===== src/include/decode_params.svh =====
`ifndef DECODE_PARAMS_SVH
`define DECODE_PARAMS_SVH

////////////////////
// Bundle geometry
////////////////////

// Instruction words per fetch bundle
`define LANES 2

// GPR address width, 32 registers
`define REG_ADDR_W 5

`endif

===== src/source/ctrlPkg.sv =====
`include "decode_params.svh"

package ctrlPkg;

    ////////////////////
    // ALU operation
    ////////////////////

    // Zero encoding is no operation, so a cleared word means idle
    typedef enum logic [3:0] {
        ALU_NONE  = 4'd0,
        ALU_ADD   = 4'd1,
        ALU_SUB   = 4'd2,
        ALU_AND   = 4'd3,
        ALU_OR    = 4'd4,
        ALU_XOR   = 4'd5,
        ALU_SLT   = 4'd6,
        ALU_SLTU  = 4'd7,
        ALU_LUI   = 4'd8,
        ALU_SHIFT = 4'd9,
        ALU_MULT  = 4'd10,
        ALU_MULTU = 4'd11
    } aluOpE;

    ////////////////////
    // Control word
    ////////////////////

    typedef struct packed {
        logic  regWrite;      // Write GPR file
        logic  regDst;        // 1 rd, 0 rt
        logic  aluSrc;
        logic  retSrc;        // Result from HI/LO
        logic  memWrite;
        logic  memRead;
        logic  memtoReg;
        logic  hiloWrite;
        logic  hilotoReg;     // 1 HI, 0 LO
        logic  hiloSrc;       // Move instruction feeds HI/LO
        logic  branch;
        logic  jump;
        logic  reservedInstr; // Unknown opcode
        aluOpE aluOp;
    } ctrlWordT;

    // One bit per lane, lane 0 in bit 0
    typedef logic [`LANES-1:0] laneMaskT;

endpackage


===== src/source/isaPkg.sv =====
package isaPkg;

    ////////////////////
    // Field positions
    ////////////////////

    // Major opcode in the top six bits
    localparam int OPCODE_LSB = 26;
    localparam int OPCODE_W = 6;
    localparam int RS_LSB = 21;
    localparam int RT_LSB = 16;
    localparam int RD_LSB = 11;
    // Function field, R-type only
    localparam int FUNCT_LSB = 0;
    localparam int FUNCT_W = 6;

    ////////////////////
    // Major opcodes
    ////////////////////

    typedef enum logic [5:0] {
        R_TYPE = 6'h00,
        J      = 6'h02,
        BEQ    = 6'h04,
        BNE    = 6'h05,
        ADDI   = 6'h08,
        ADDIU  = 6'h09,
        SLTI   = 6'h0a,
        SLTIU  = 6'h0b,
        ANDI   = 6'h0c,
        ORI    = 6'h0d,
        XORI   = 6'h0e,
        LUI    = 6'h0f,
        LW     = 6'h23,
        SW     = 6'h2b
    } opcodeE;

    // Function codes under R_TYPE
    typedef enum logic [5:0] {
        SLL   = 6'h00,
        SRL   = 6'h02,
        SRA   = 6'h03,
        MFHI  = 6'h10,
        MTHI  = 6'h11,
        MFLO  = 6'h12,
        MTLO  = 6'h13,
        MULT  = 6'h18,
        MULTU = 6'h19,
        ADD   = 6'h20,
        ADDU  = 6'h21,
        SUB   = 6'h22,
        SUBU  = 6'h23,
        AND   = 6'h24,
        OR    = 6'h25,
        XOR   = 6'h26,
        SLT   = 6'h2a,
        SLTU  = 6'h2b
    } functE;

endpackage


===== src/source/decodeStage.sv =====
`timescale 1ns/100ps
`include "decode_params.svh"

module decodeStage (
    input  logic                   clk,
    input  logic                   reset,
    input  logic                   inValid,
    input  logic [31:0]            bundleWords [0:`LANES-1],
    output logic                   busy,
    output logic                   issueValid,
    output ctrlPkg::laneMaskT      issueMask,
    output ctrlPkg::ctrlWordT      ctrlOut [0:`LANES-1],
    output logic [`REG_ADDR_W-1:0] destOut [0:`LANES-1]
);

    logic [31:0]            heldWords [0:`LANES-1];
    logic                   held;
    logic                   pending;
    ctrlPkg::ctrlWordT      laneCtrl [0:`LANES-1];
    logic [`REG_ADDR_W-1:0] laneDest [0:`LANES-1];
    logic [`REG_ADDR_W-1:0] laneSrcA [0:`LANES-1];
    logic [`REG_ADDR_W-1:0] laneSrcB [0:`LANES-1];
    ctrlPkg::laneMaskT      laneUsesA;
    ctrlPkg::laneMaskT      laneUsesB;
    ctrlPkg::laneMaskT      laneReadsHilo;

    // Upstream holds off from capture until the last issue pulse
    assign busy = held | pending;

    bundleLatch latch_i (
        .clk         (clk),
        .reset       (reset),
        .inValid     (inValid),
        .bundleWords (bundleWords),
        .pending     (pending),
        .heldWords   (heldWords),
        .held        (held)
    );

    ////////////////////
    // Decode lanes
    ////////////////////

    genvar laneIdx;
    generate
        for (laneIdx = 0; laneIdx < `LANES; laneIdx++) begin : laneGen
            decodeLane lane_i (
                .instrWord (heldWords[laneIdx]),
                .ctrl      (laneCtrl[laneIdx]),
                .destReg   (laneDest[laneIdx]),
                .srcA      (laneSrcA[laneIdx]),
                .srcB      (laneSrcB[laneIdx]),
                .usesA     (laneUsesA[laneIdx]),
                .usesB     (laneUsesB[laneIdx]),
                .readsHilo (laneReadsHilo[laneIdx])
            );
        end
    endgenerate

    // Held pulse kicks off issue
    issueCollector collector_i (
        .clk        (clk),
        .reset      (reset),
        .start      (held),
        .ctrl       (laneCtrl),
        .destReg    (laneDest),
        .srcA       (laneSrcA),
        .srcB       (laneSrcB),
        .usesA      (laneUsesA),
        .usesB      (laneUsesB),
        .readsHilo  (laneReadsHilo),
        .issueValid (issueValid),
        .issueMask  (issueMask),
        .ctrlOut    (ctrlOut),
        .destOut    (destOut),
        .pending    (pending)
    );

endmodule


===== src/source/issueCollector.sv =====
`timescale 1ns/100ps
`include "decode_params.svh"

module issueCollector (
    input  logic                   clk,
    input  logic                   reset,
    input  logic                   start,
    input  ctrlPkg::ctrlWordT      ctrl [0:`LANES-1],
    input  logic [`REG_ADDR_W-1:0] destReg [0:`LANES-1],
    input  logic [`REG_ADDR_W-1:0] srcA [0:`LANES-1],
    input  logic [`REG_ADDR_W-1:0] srcB [0:`LANES-1],
    input  ctrlPkg::laneMaskT      usesA,
    input  ctrlPkg::laneMaskT      usesB,
    input  ctrlPkg::laneMaskT      readsHilo,
    output logic                   issueValid,
    output ctrlPkg::laneMaskT      issueMask,
    output ctrlPkg::ctrlWordT      ctrlOut [0:`LANES-1],
    output logic [`REG_ADDR_W-1:0] destOut [0:`LANES-1],
    output logic                   pending
);

    ctrlPkg::laneMaskT remMask;
    ctrlPkg::laneMaskT effRemaining;
    ctrlPkg::laneMaskT blocked;
    ctrlPkg::laneMaskT issueNow;
    logic              stopScan;

    // A fresh bundle makes every lane outstanding
    assign effRemaining = start ? '1 : remMask;

    ////////////////////
    // Hazard scan
    ////////////////////

    always_comb begin
        blocked = '0;
        issueNow = '0;
        stopScan = 1'b0;
        for (int k = 0; k < `LANES; k++) begin
            // Only earlier lanes still outstanding can block
            for (int j = 0; j < k; j++) begin
                if (effRemaining[j]) begin
                    if (destReg[j] != '0 && usesA[k] && srcA[k] == destReg[j]) begin
                        blocked[k] = 1'b1;
                    end
                    if (destReg[j] != '0 && usesB[k] && srcB[k] == destReg[j]) begin
                        blocked[k] = 1'b1;
                    end
                    // HI/LO written ahead of a read
                    if (ctrl[j].hiloWrite && readsHilo[k]) begin
                        blocked[k] = 1'b1;
                    end
                end
            end
            // Prefix ends at the first blocked outstanding lane
            if (effRemaining[k] && !stopScan) begin
                if (blocked[k]) begin
                    stopScan = 1'b1;
                end else begin
                    issueNow[k] = 1'b1;
                end
            end
        end
    end

    ////////////////////
    // Issue registers
    ////////////////////

    always_ff @(posedge clk) begin
        if (reset) begin
            remMask <= '0;
            pending <= 1'b0;
            issueValid <= 1'b0;
            issueMask <= '0;
            for (int k = 0; k < `LANES; k++) begin
                ctrlOut[k] <= '0;
            end
        end else begin
            remMask <= effRemaining & ~issueNow;
            // Stays up through the last issue pulse
            pending <= |effRemaining;
            issueValid <= |issueNow;
            issueMask <= issueNow;
            for (int k = 0; k < `LANES; k++) begin
                ctrlOut[k] <= issueNow[k] ? ctrl[k] : '0;
            end
        end
    end

    // Destination copies follow the mask
    always_ff @(posedge clk) begin
        for (int k = 0; k < `LANES; k++) begin
            destOut[k] <= issueNow[k] ? destReg[k] : '0;
        end
    end

endmodule


===== src/source/decodeLane.sv =====
`timescale 1ns/100ps
`include "decode_params.svh"

module decodeLane (
    input  logic [31:0]             instrWord,
    output ctrlPkg::ctrlWordT       ctrl,
    output logic [`REG_ADDR_W-1:0]  destReg,
    output logic [`REG_ADDR_W-1:0]  srcA,
    output logic [`REG_ADDR_W-1:0]  srcB,
    output logic                    usesA,
    output logic                    usesB,
    output logic                    readsHilo
);

    isaPkg::opcodeE         opcode;
    isaPkg::functE          funct;
    logic [`REG_ADDR_W-1:0] rdField;
    logic                   isShift;

    // ALU op for plain R-type arithmetic
    function automatic ctrlPkg::aluOpE rAluOp(input isaPkg::functE f);
        case (f)
            isaPkg::ADD, isaPkg::ADDU: return ctrlPkg::ALU_ADD;
            isaPkg::SUB, isaPkg::SUBU: return ctrlPkg::ALU_SUB;
            isaPkg::AND:               return ctrlPkg::ALU_AND;
            isaPkg::OR:                return ctrlPkg::ALU_OR;
            isaPkg::XOR:               return ctrlPkg::ALU_XOR;
            isaPkg::SLT:               return ctrlPkg::ALU_SLT;
            isaPkg::SLTU:              return ctrlPkg::ALU_SLTU;
            isaPkg::SLL, isaPkg::SRL,
            isaPkg::SRA:               return ctrlPkg::ALU_SHIFT;
            default:                   return ctrlPkg::ALU_NONE;
        endcase
    endfunction

    // ALU op for immediate forms
    function automatic ctrlPkg::aluOpE iAluOp(input isaPkg::opcodeE op);
        case (op)
            isaPkg::ADDI, isaPkg::ADDIU: return ctrlPkg::ALU_ADD;
            isaPkg::ANDI:                return ctrlPkg::ALU_AND;
            isaPkg::ORI:                 return ctrlPkg::ALU_OR;
            isaPkg::XORI:                return ctrlPkg::ALU_XOR;
            isaPkg::SLTI:                return ctrlPkg::ALU_SLT;
            isaPkg::SLTIU:               return ctrlPkg::ALU_SLTU;
            isaPkg::LUI:                 return ctrlPkg::ALU_LUI;
            default:                     return ctrlPkg::ALU_NONE;
        endcase
    endfunction

    ////////////////////
    // Field split
    ////////////////////

    assign opcode = isaPkg::opcodeE'(instrWord[isaPkg::OPCODE_LSB +: isaPkg::OPCODE_W]);
    assign funct = isaPkg::functE'(instrWord[isaPkg::FUNCT_LSB +: isaPkg::FUNCT_W]);
    assign srcA = instrWord[isaPkg::RS_LSB +: `REG_ADDR_W];
    assign srcB = instrWord[isaPkg::RT_LSB +: `REG_ADDR_W];
    assign rdField = instrWord[isaPkg::RD_LSB +: `REG_ADDR_W];
    // Shifts take only rt as a register operand
    assign isShift = (funct == isaPkg::SLL) || (funct == isaPkg::SRL) ||
                     (funct == isaPkg::SRA);

    ////////////////////
    // Main decoder
    ////////////////////

    always_comb begin
        ctrl = '0;
        usesA = 1'b0;
        usesB = 1'b0;
        readsHilo = 1'b0;
        case (opcode)
            isaPkg::R_TYPE: begin
                case (funct)
                    // HI/LO reads into rd
                    isaPkg::MFHI, isaPkg::MFLO: begin
                        ctrl.regWrite = 1'b1;
                        ctrl.regDst = 1'b1;
                        ctrl.retSrc = 1'b1;
                        ctrl.hilotoReg = (funct == isaPkg::MFHI);
                        readsHilo = 1'b1;
                    end
                    // rs moved into HI or LO
                    isaPkg::MTHI, isaPkg::MTLO: begin
                        ctrl.hiloWrite = 1'b1;
                        ctrl.hilotoReg = (funct == isaPkg::MTHI);
                        ctrl.hiloSrc = 1'b1;
                        usesA = 1'b1;
                    end
                    isaPkg::MULT, isaPkg::MULTU: begin
                        ctrl.hiloWrite = 1'b1;
                        ctrl.aluOp = (funct == isaPkg::MULT) ? ctrlPkg::ALU_MULT :
                                                               ctrlPkg::ALU_MULTU;
                        usesA = 1'b1;
                        usesB = 1'b1;
                    end
                    default: begin
                        ctrl.regWrite = 1'b1;
                        ctrl.regDst = 1'b1;
                        ctrl.aluSrc = 1'b1;
                        ctrl.aluOp = rAluOp(funct);
                        usesA = !isShift;
                        usesB = 1'b1;
                    end
                endcase
            end
            isaPkg::ANDI, isaPkg::XORI, isaPkg::ORI, isaPkg::LUI,
            isaPkg::ADDI, isaPkg::ADDIU, isaPkg::SLTI, isaPkg::SLTIU: begin
                ctrl.regWrite = 1'b1;
                ctrl.aluSrc = 1'b1;
                ctrl.aluOp = iAluOp(opcode);
                // LUI ignores rs
                usesA = (opcode != isaPkg::LUI);
            end
            isaPkg::LW: begin
                ctrl.regWrite = 1'b1;
                ctrl.aluSrc = 1'b1;
                ctrl.memRead = 1'b1;
                ctrl.memtoReg = 1'b1;
                ctrl.aluOp = ctrlPkg::ALU_ADD;
                usesA = 1'b1;
            end
            isaPkg::SW: begin
                ctrl.aluSrc = 1'b1;
                ctrl.memWrite = 1'b1;
                ctrl.aluOp = ctrlPkg::ALU_ADD;
                usesA = 1'b1;
                usesB = 1'b1;
            end
            // Compare by subtract
            isaPkg::BEQ, isaPkg::BNE: begin
                ctrl.branch = 1'b1;
                ctrl.aluOp = ctrlPkg::ALU_SUB;
                usesA = 1'b1;
                usesB = 1'b1;
            end
            isaPkg::J: begin
                ctrl.jump = 1'b1;
            end
            default: begin
                ctrl.reservedInstr = 1'b1;
            end
        endcase
    end

    // Write target, zero when nothing is written
    assign destReg = !ctrl.regWrite ? '0 : (ctrl.regDst ? rdField : srcB);

endmodule


===== src/source/bundleLatch.sv =====
`timescale 1ns/100ps
`include "decode_params.svh"

module bundleLatch (
    input  logic        clk,
    input  logic        reset,
    input  logic        inValid,
    input  logic [31:0] bundleWords [0:`LANES-1],
    input  logic        pending,
    output logic [31:0] heldWords [0:`LANES-1],
    output logic        held
);

    logic load;

    ////////////////////
    // Accept
    ////////////////////

    // Strobe only counts when the previous bundle is fully gone
    assign load = inValid && !held && !pending;

    // One cycle start pulse for the collector
    always_ff @(posedge clk) begin
        if (reset) begin
            held <= 1'b0;
        end else begin
            held <= load;
        end
    end

    ////////////////////
    // Word storage
    ////////////////////

    // Words stay put while issue runs, lanes keep decoding them
    always_ff @(posedge clk) begin
        if (load) begin
            heldWords <= bundleWords;
        end
    end

endmodule


===== config.mk =====
export PLATFORM = sky130hd
export DESIGN_NAME = decodeStage
export DESIGN_NICKNAME = d
export VERILOG_FILES = /design/src/source/ctrlPkg.sv /design/src/source/isaPkg.sv /design/src/source/decodeStage.sv /design/src/source/issueCollector.sv /design/src/source/decodeLane.sv /design/src/source/bundleLatch.sv
export VERILOG_INCLUDE_DIRS = /design/src /design/src/include
export SDC_FILE = /design/constraint.sdc
export NUM_CORES = 1
export LEC_CHECK = 0
export BUFFER_PORTS_ARGS = -buffer_cell sky130_fd_sc_hd__buf_2
export CAP_MARGIN = 20
export CORE_UTILIZATION = 40
export CTS_BUF_LIST = sky130_fd_sc_hd__clkbuf_4
export CTS_CLUSTER_DIAMETER = 80
export DETAILED_ROUTE_END_ITERATION = 10
export GPL_TIMING_DRIVEN = 0
export HOLD_SLACK_MARGIN = 0.12
export MAX_ROUTING_LAYER = met4
export PLACE_DENSITY_LB_ADDON = 0.2
export SYNTH_ARGS = -nofsm -noshare
export SYNTH_HDL_FRONTEND = slang
export SYNTH_SLANG_ARGS = --single-unit

===== constraint.sdc =====
create_clock -name clk -period 3.55 [get_ports clk]
set_input_delay 0.355 -clock clk [delete_from_list [all_inputs] [get_ports clk]]
set_output_delay 0.355 -clock clk [all_outputs]
set_load 0.05 [all_outputs]

==> results.sh <==
export IMPL_drtPass1Iterations=4
export IMPL_die_area_sq_um=11200
export IMPL_finalNetCount=606
export IMPL_place_area_sq_um=5020
export IMPL_clock_path_buffers=2
export IMPL_ys_warn_count=0
export IMPL_critPathMaxFanout=10
export IMPL_cts_tree="yes"
export IMPL_stdcell_count=676
export IMPL_ctsResizeCount=0
export IMPL_fp_dieH_um=106
export IMPL_syn_num_nets=445
export IMPL_p_per_area_nw_per_um2=406
export IMPL_core_area_sq_um=10400
export IMPL_place_inst=610
export IMPL_synth_seq_cells=104
export IMPL_worst_pin_slew_ns=0.739
export IMPL_avgRoutedWirePerCell_um=14.2
export IMPL_hold_class="input port to flip-flop"
export IMPL_worst_ir_drop_vdd_v=0.000197
export IMPL_tns_ns=0
export IMPL_async_reset_ff_share_pct=0
export IMPL_track_usage_pct=18.4
export IMPL_gp_congestion=0.820
export IMPL_grt_pass1_vias=3176
export IMPL_post_cts_repair_setup_buffers=0
export IMPL_maxCapViolCount=0
export IMPL_r2r_start="latch_i.heldWords[62]"
export IMPL_drc_errors=0
export IMPL_area_delta_synth_final_pct=31.1
export IMPL_fin_area_sq_um=5670
export IMPL_cp_data_required_time_ns=3.89
export IMPL_p_switching_uw=558
export IMPL_finalHoldViolCount=0
export IMPL_fin_skew_ns=0.00745
export IMPL_die_x_um=106
export IMPL_pwr_share_seq_pct=58.8
export IMPL_postRouteWirelength_um=9610
export IMPL_cts_root_buf="clkbuf_4"
export IMPL_period_needed_ns=3.13
export IMPL_vias=3357
export IMPL_report_final_setup_viol=0
export IMPL_grt_max_degree=36
export IMPL_dpl_worst_slack_ns=0.352
export IMPL_syn_inst=374
export IMPL_switching_share_pct=24.2
export IMPL_final_cell_mix="100 x buf_2, 55 x dfxtp_1, 50 x dlygate4sd3_1, 49 x edfxtp_1, 41 x nor2_1"
export IMPL_synth_edf_count=49
export IMPL_layout_setup_ws_ns=0.421
export IMPL_synth_area_sq_um=4330
export IMPL_crit_path_end_kind="flip-flop"
export IMPL_htreeDepth=3
export IMPL_antenna_cells=0
export IMPL_port_buffers=99
export IMPL_outcome="finished clean"
export IMPL_antenna_found_initial=0
export IMPL_pwr_share_clk_pct=28.9
export IMPL_comb_power_share_pct=12.3
export IMPL_p_leak_uw=0.00229
export IMPL_power_total_uw=2300
export IMPL_grt_pass1_wl_um=15400
export IMPL_max_freq_mhz=320
export IMPL_startpoint_type="flip-flop"
export IMPL_crit_start="latch_i.heldWords[62]"
export IMPL_overflow=0
export IMPL_cts_made_buffers=9
export IMPL_rsz0062_at_grt="false"
export IMPL_final_common_cell="buf_2"
export IMPL_io_pins=115
export IMPL_dp_hpwl_um=6620
export IMPL_cts_sinks=104
export IMPL_clock_latency_ns=0.46
export IMPL_path_class="flip-flop to flip-flop"
export IMPL_num_rows=37
export IMPL_arrival_ns=3.47
export IMPL_clk_pin_slew_ns=0.14
export IMPL_antenna_left=0
export IMPL_synth_flop_cell="dfxtp_1"
export IMPL_relSlewSlack_pct=50.6
export IMPL_drive_above_1_share_pct=27.4
export IMPL_internal_power_uw=1740
export IMPL_drtIter0Drc=131
export IMPL_avgViaCountPerCell=4.97
export IMPL_seq_area_frac_synth_pct=59.5
export IMPL_initial_core_util_pct=41.5
export IMPL_yosys_cell_types_count=56
export IMPL_hold_start="inValid"
export IMPL_drv_slew=0
export IMPL_timing_final_crit_share_pct=88.1
export IMPL_syn_avg_cell_area_sq_um=11.6
==> critical path: stages, from the launching register on <==
cell and delay [ns]:
edfxtp_1 0.38, buf_2 0.18, or3_4 0.41, nor4_4 0.48, a32oi_1 0.31, xnor2_1 0.21
nor4_2 0.28, a31oi_2 0.18, a21boi_4 0.30, buf_6 0.21, nor3_2 0.06
==> synthesized netlist by cell type (all sizes together) (4+ instances only) <==
| master | count | area (sq um) |
|---|---|---|
| dfxtp | 55 | 1100 |
| edfxtp | 49 | 1470 |
| nor2 | 42 | 160 |
| nor3 | 20 | 150 |
| o21ai | 17 | 88.8 |
| inv | 16 | 60.1 |
| mux2i | 16 | 160 |
| nand2 | 15 | 56.3 |
| a21oi | 14 | 70.1 |
| clkbuf | 13 | 48.8 |
| a32oi | 10 | 95.1 |
| nor2b | 10 | 62.6 |
| nand3 | 8 | 40.0 |
| nor4 | 8 | 71.3 |
| nand2b | 7 | 43.8 |
| xnor2 | 7 | 61.3 |
| buf | 5 | 42.5 |
| nor4b | 5 | 43.8 |
| a211oi | 4 | 30.0 |
| a31oi | 4 | 31.3 |
| ha | 4 | 50.1 |
| nand4 | 4 | 25.0 |
| o21a | 4 | 30.0 |
| or2 | 4 | 25.0 |
==> final timing paths <==
check             cells past startpoint  slack [ns]                      end
setup / recovery                     10        0.42   collector_i.ctrlOut[9]
hold / removal                        3        0.18             latch_i.held
setup reg to reg                     10        0.42   collector_i.ctrlOut[9]
hold reg to reg                       2        0.49  collector_i.ctrlOut[20]
==> power groups by stage <==
stage                     clock (uW)  combinational [uW]  sequential (uW)
after floorplan                    0                 150             1390
after global placement             0                 231             1380
after detailed placement           0                 239             1380
after CTS                        685                 283             1350
after global routing             729                 312             1360
final                            666                 283             1350
==> flip-flops by register name, summed over array words and instances, names as in the netlist, named ones only <==
signal and cells:
collector_i.issueMask 2, latch_i.heldWords 49, latch_i.held 1, collector_i.destOut 10, collector_i.remMask 1, collector_i.ctrlOut 32, collector_i.pending 1
==> through the flow <==
step	hold WS, ns	util, %
floorplan	0.431	-
global placement	0.446	48.0
detailed placement	0.451	48.2
CTS	0.158	54.5
global route	0.185	54.5
finish	0.179	54.5
==> routing by layer <==
layer	part of all wire [%]	track usage [%]	vias up
met4	1.4	7.24	0
met2	48	28.2	110
met3	4.9	3.62	12
met1	46	24.1	1545
li1	-	-	1690
met5	0	-	-
==> logic make-up (layout without fill, tap and decap cells) <==
group	after synthesis	after routing	share of synthesized area, %
compound gates	69	69	11.6
buf+inv	34	200	3.50
flops	104	104	59.5
fa+ha+maj	4	4	1.16
simple gates	136	136	18.2
xor+xnor	9	9	1.82
mux	18	18	4.22
==> area by class of cell <==
class	instances	area, sq um
Clock buffer	11	82.6
Buffer	18	91.3
Multi-Input combinational cell	236	1610
Tap cell	136	170
Clock inverter	5	72.6
Sequential cell	104	2570
Fill cell	925	4740
Timing Repair Buffer	150	1020
Inverter	16	60.1
==> timing repair <==
item / CTS / global route
hold endpoints to repair: 50 / 0
endpoints found under the setup margin: 0 / 0
hold buffers: 50 / 0
(Power assumes the default switching activity.)
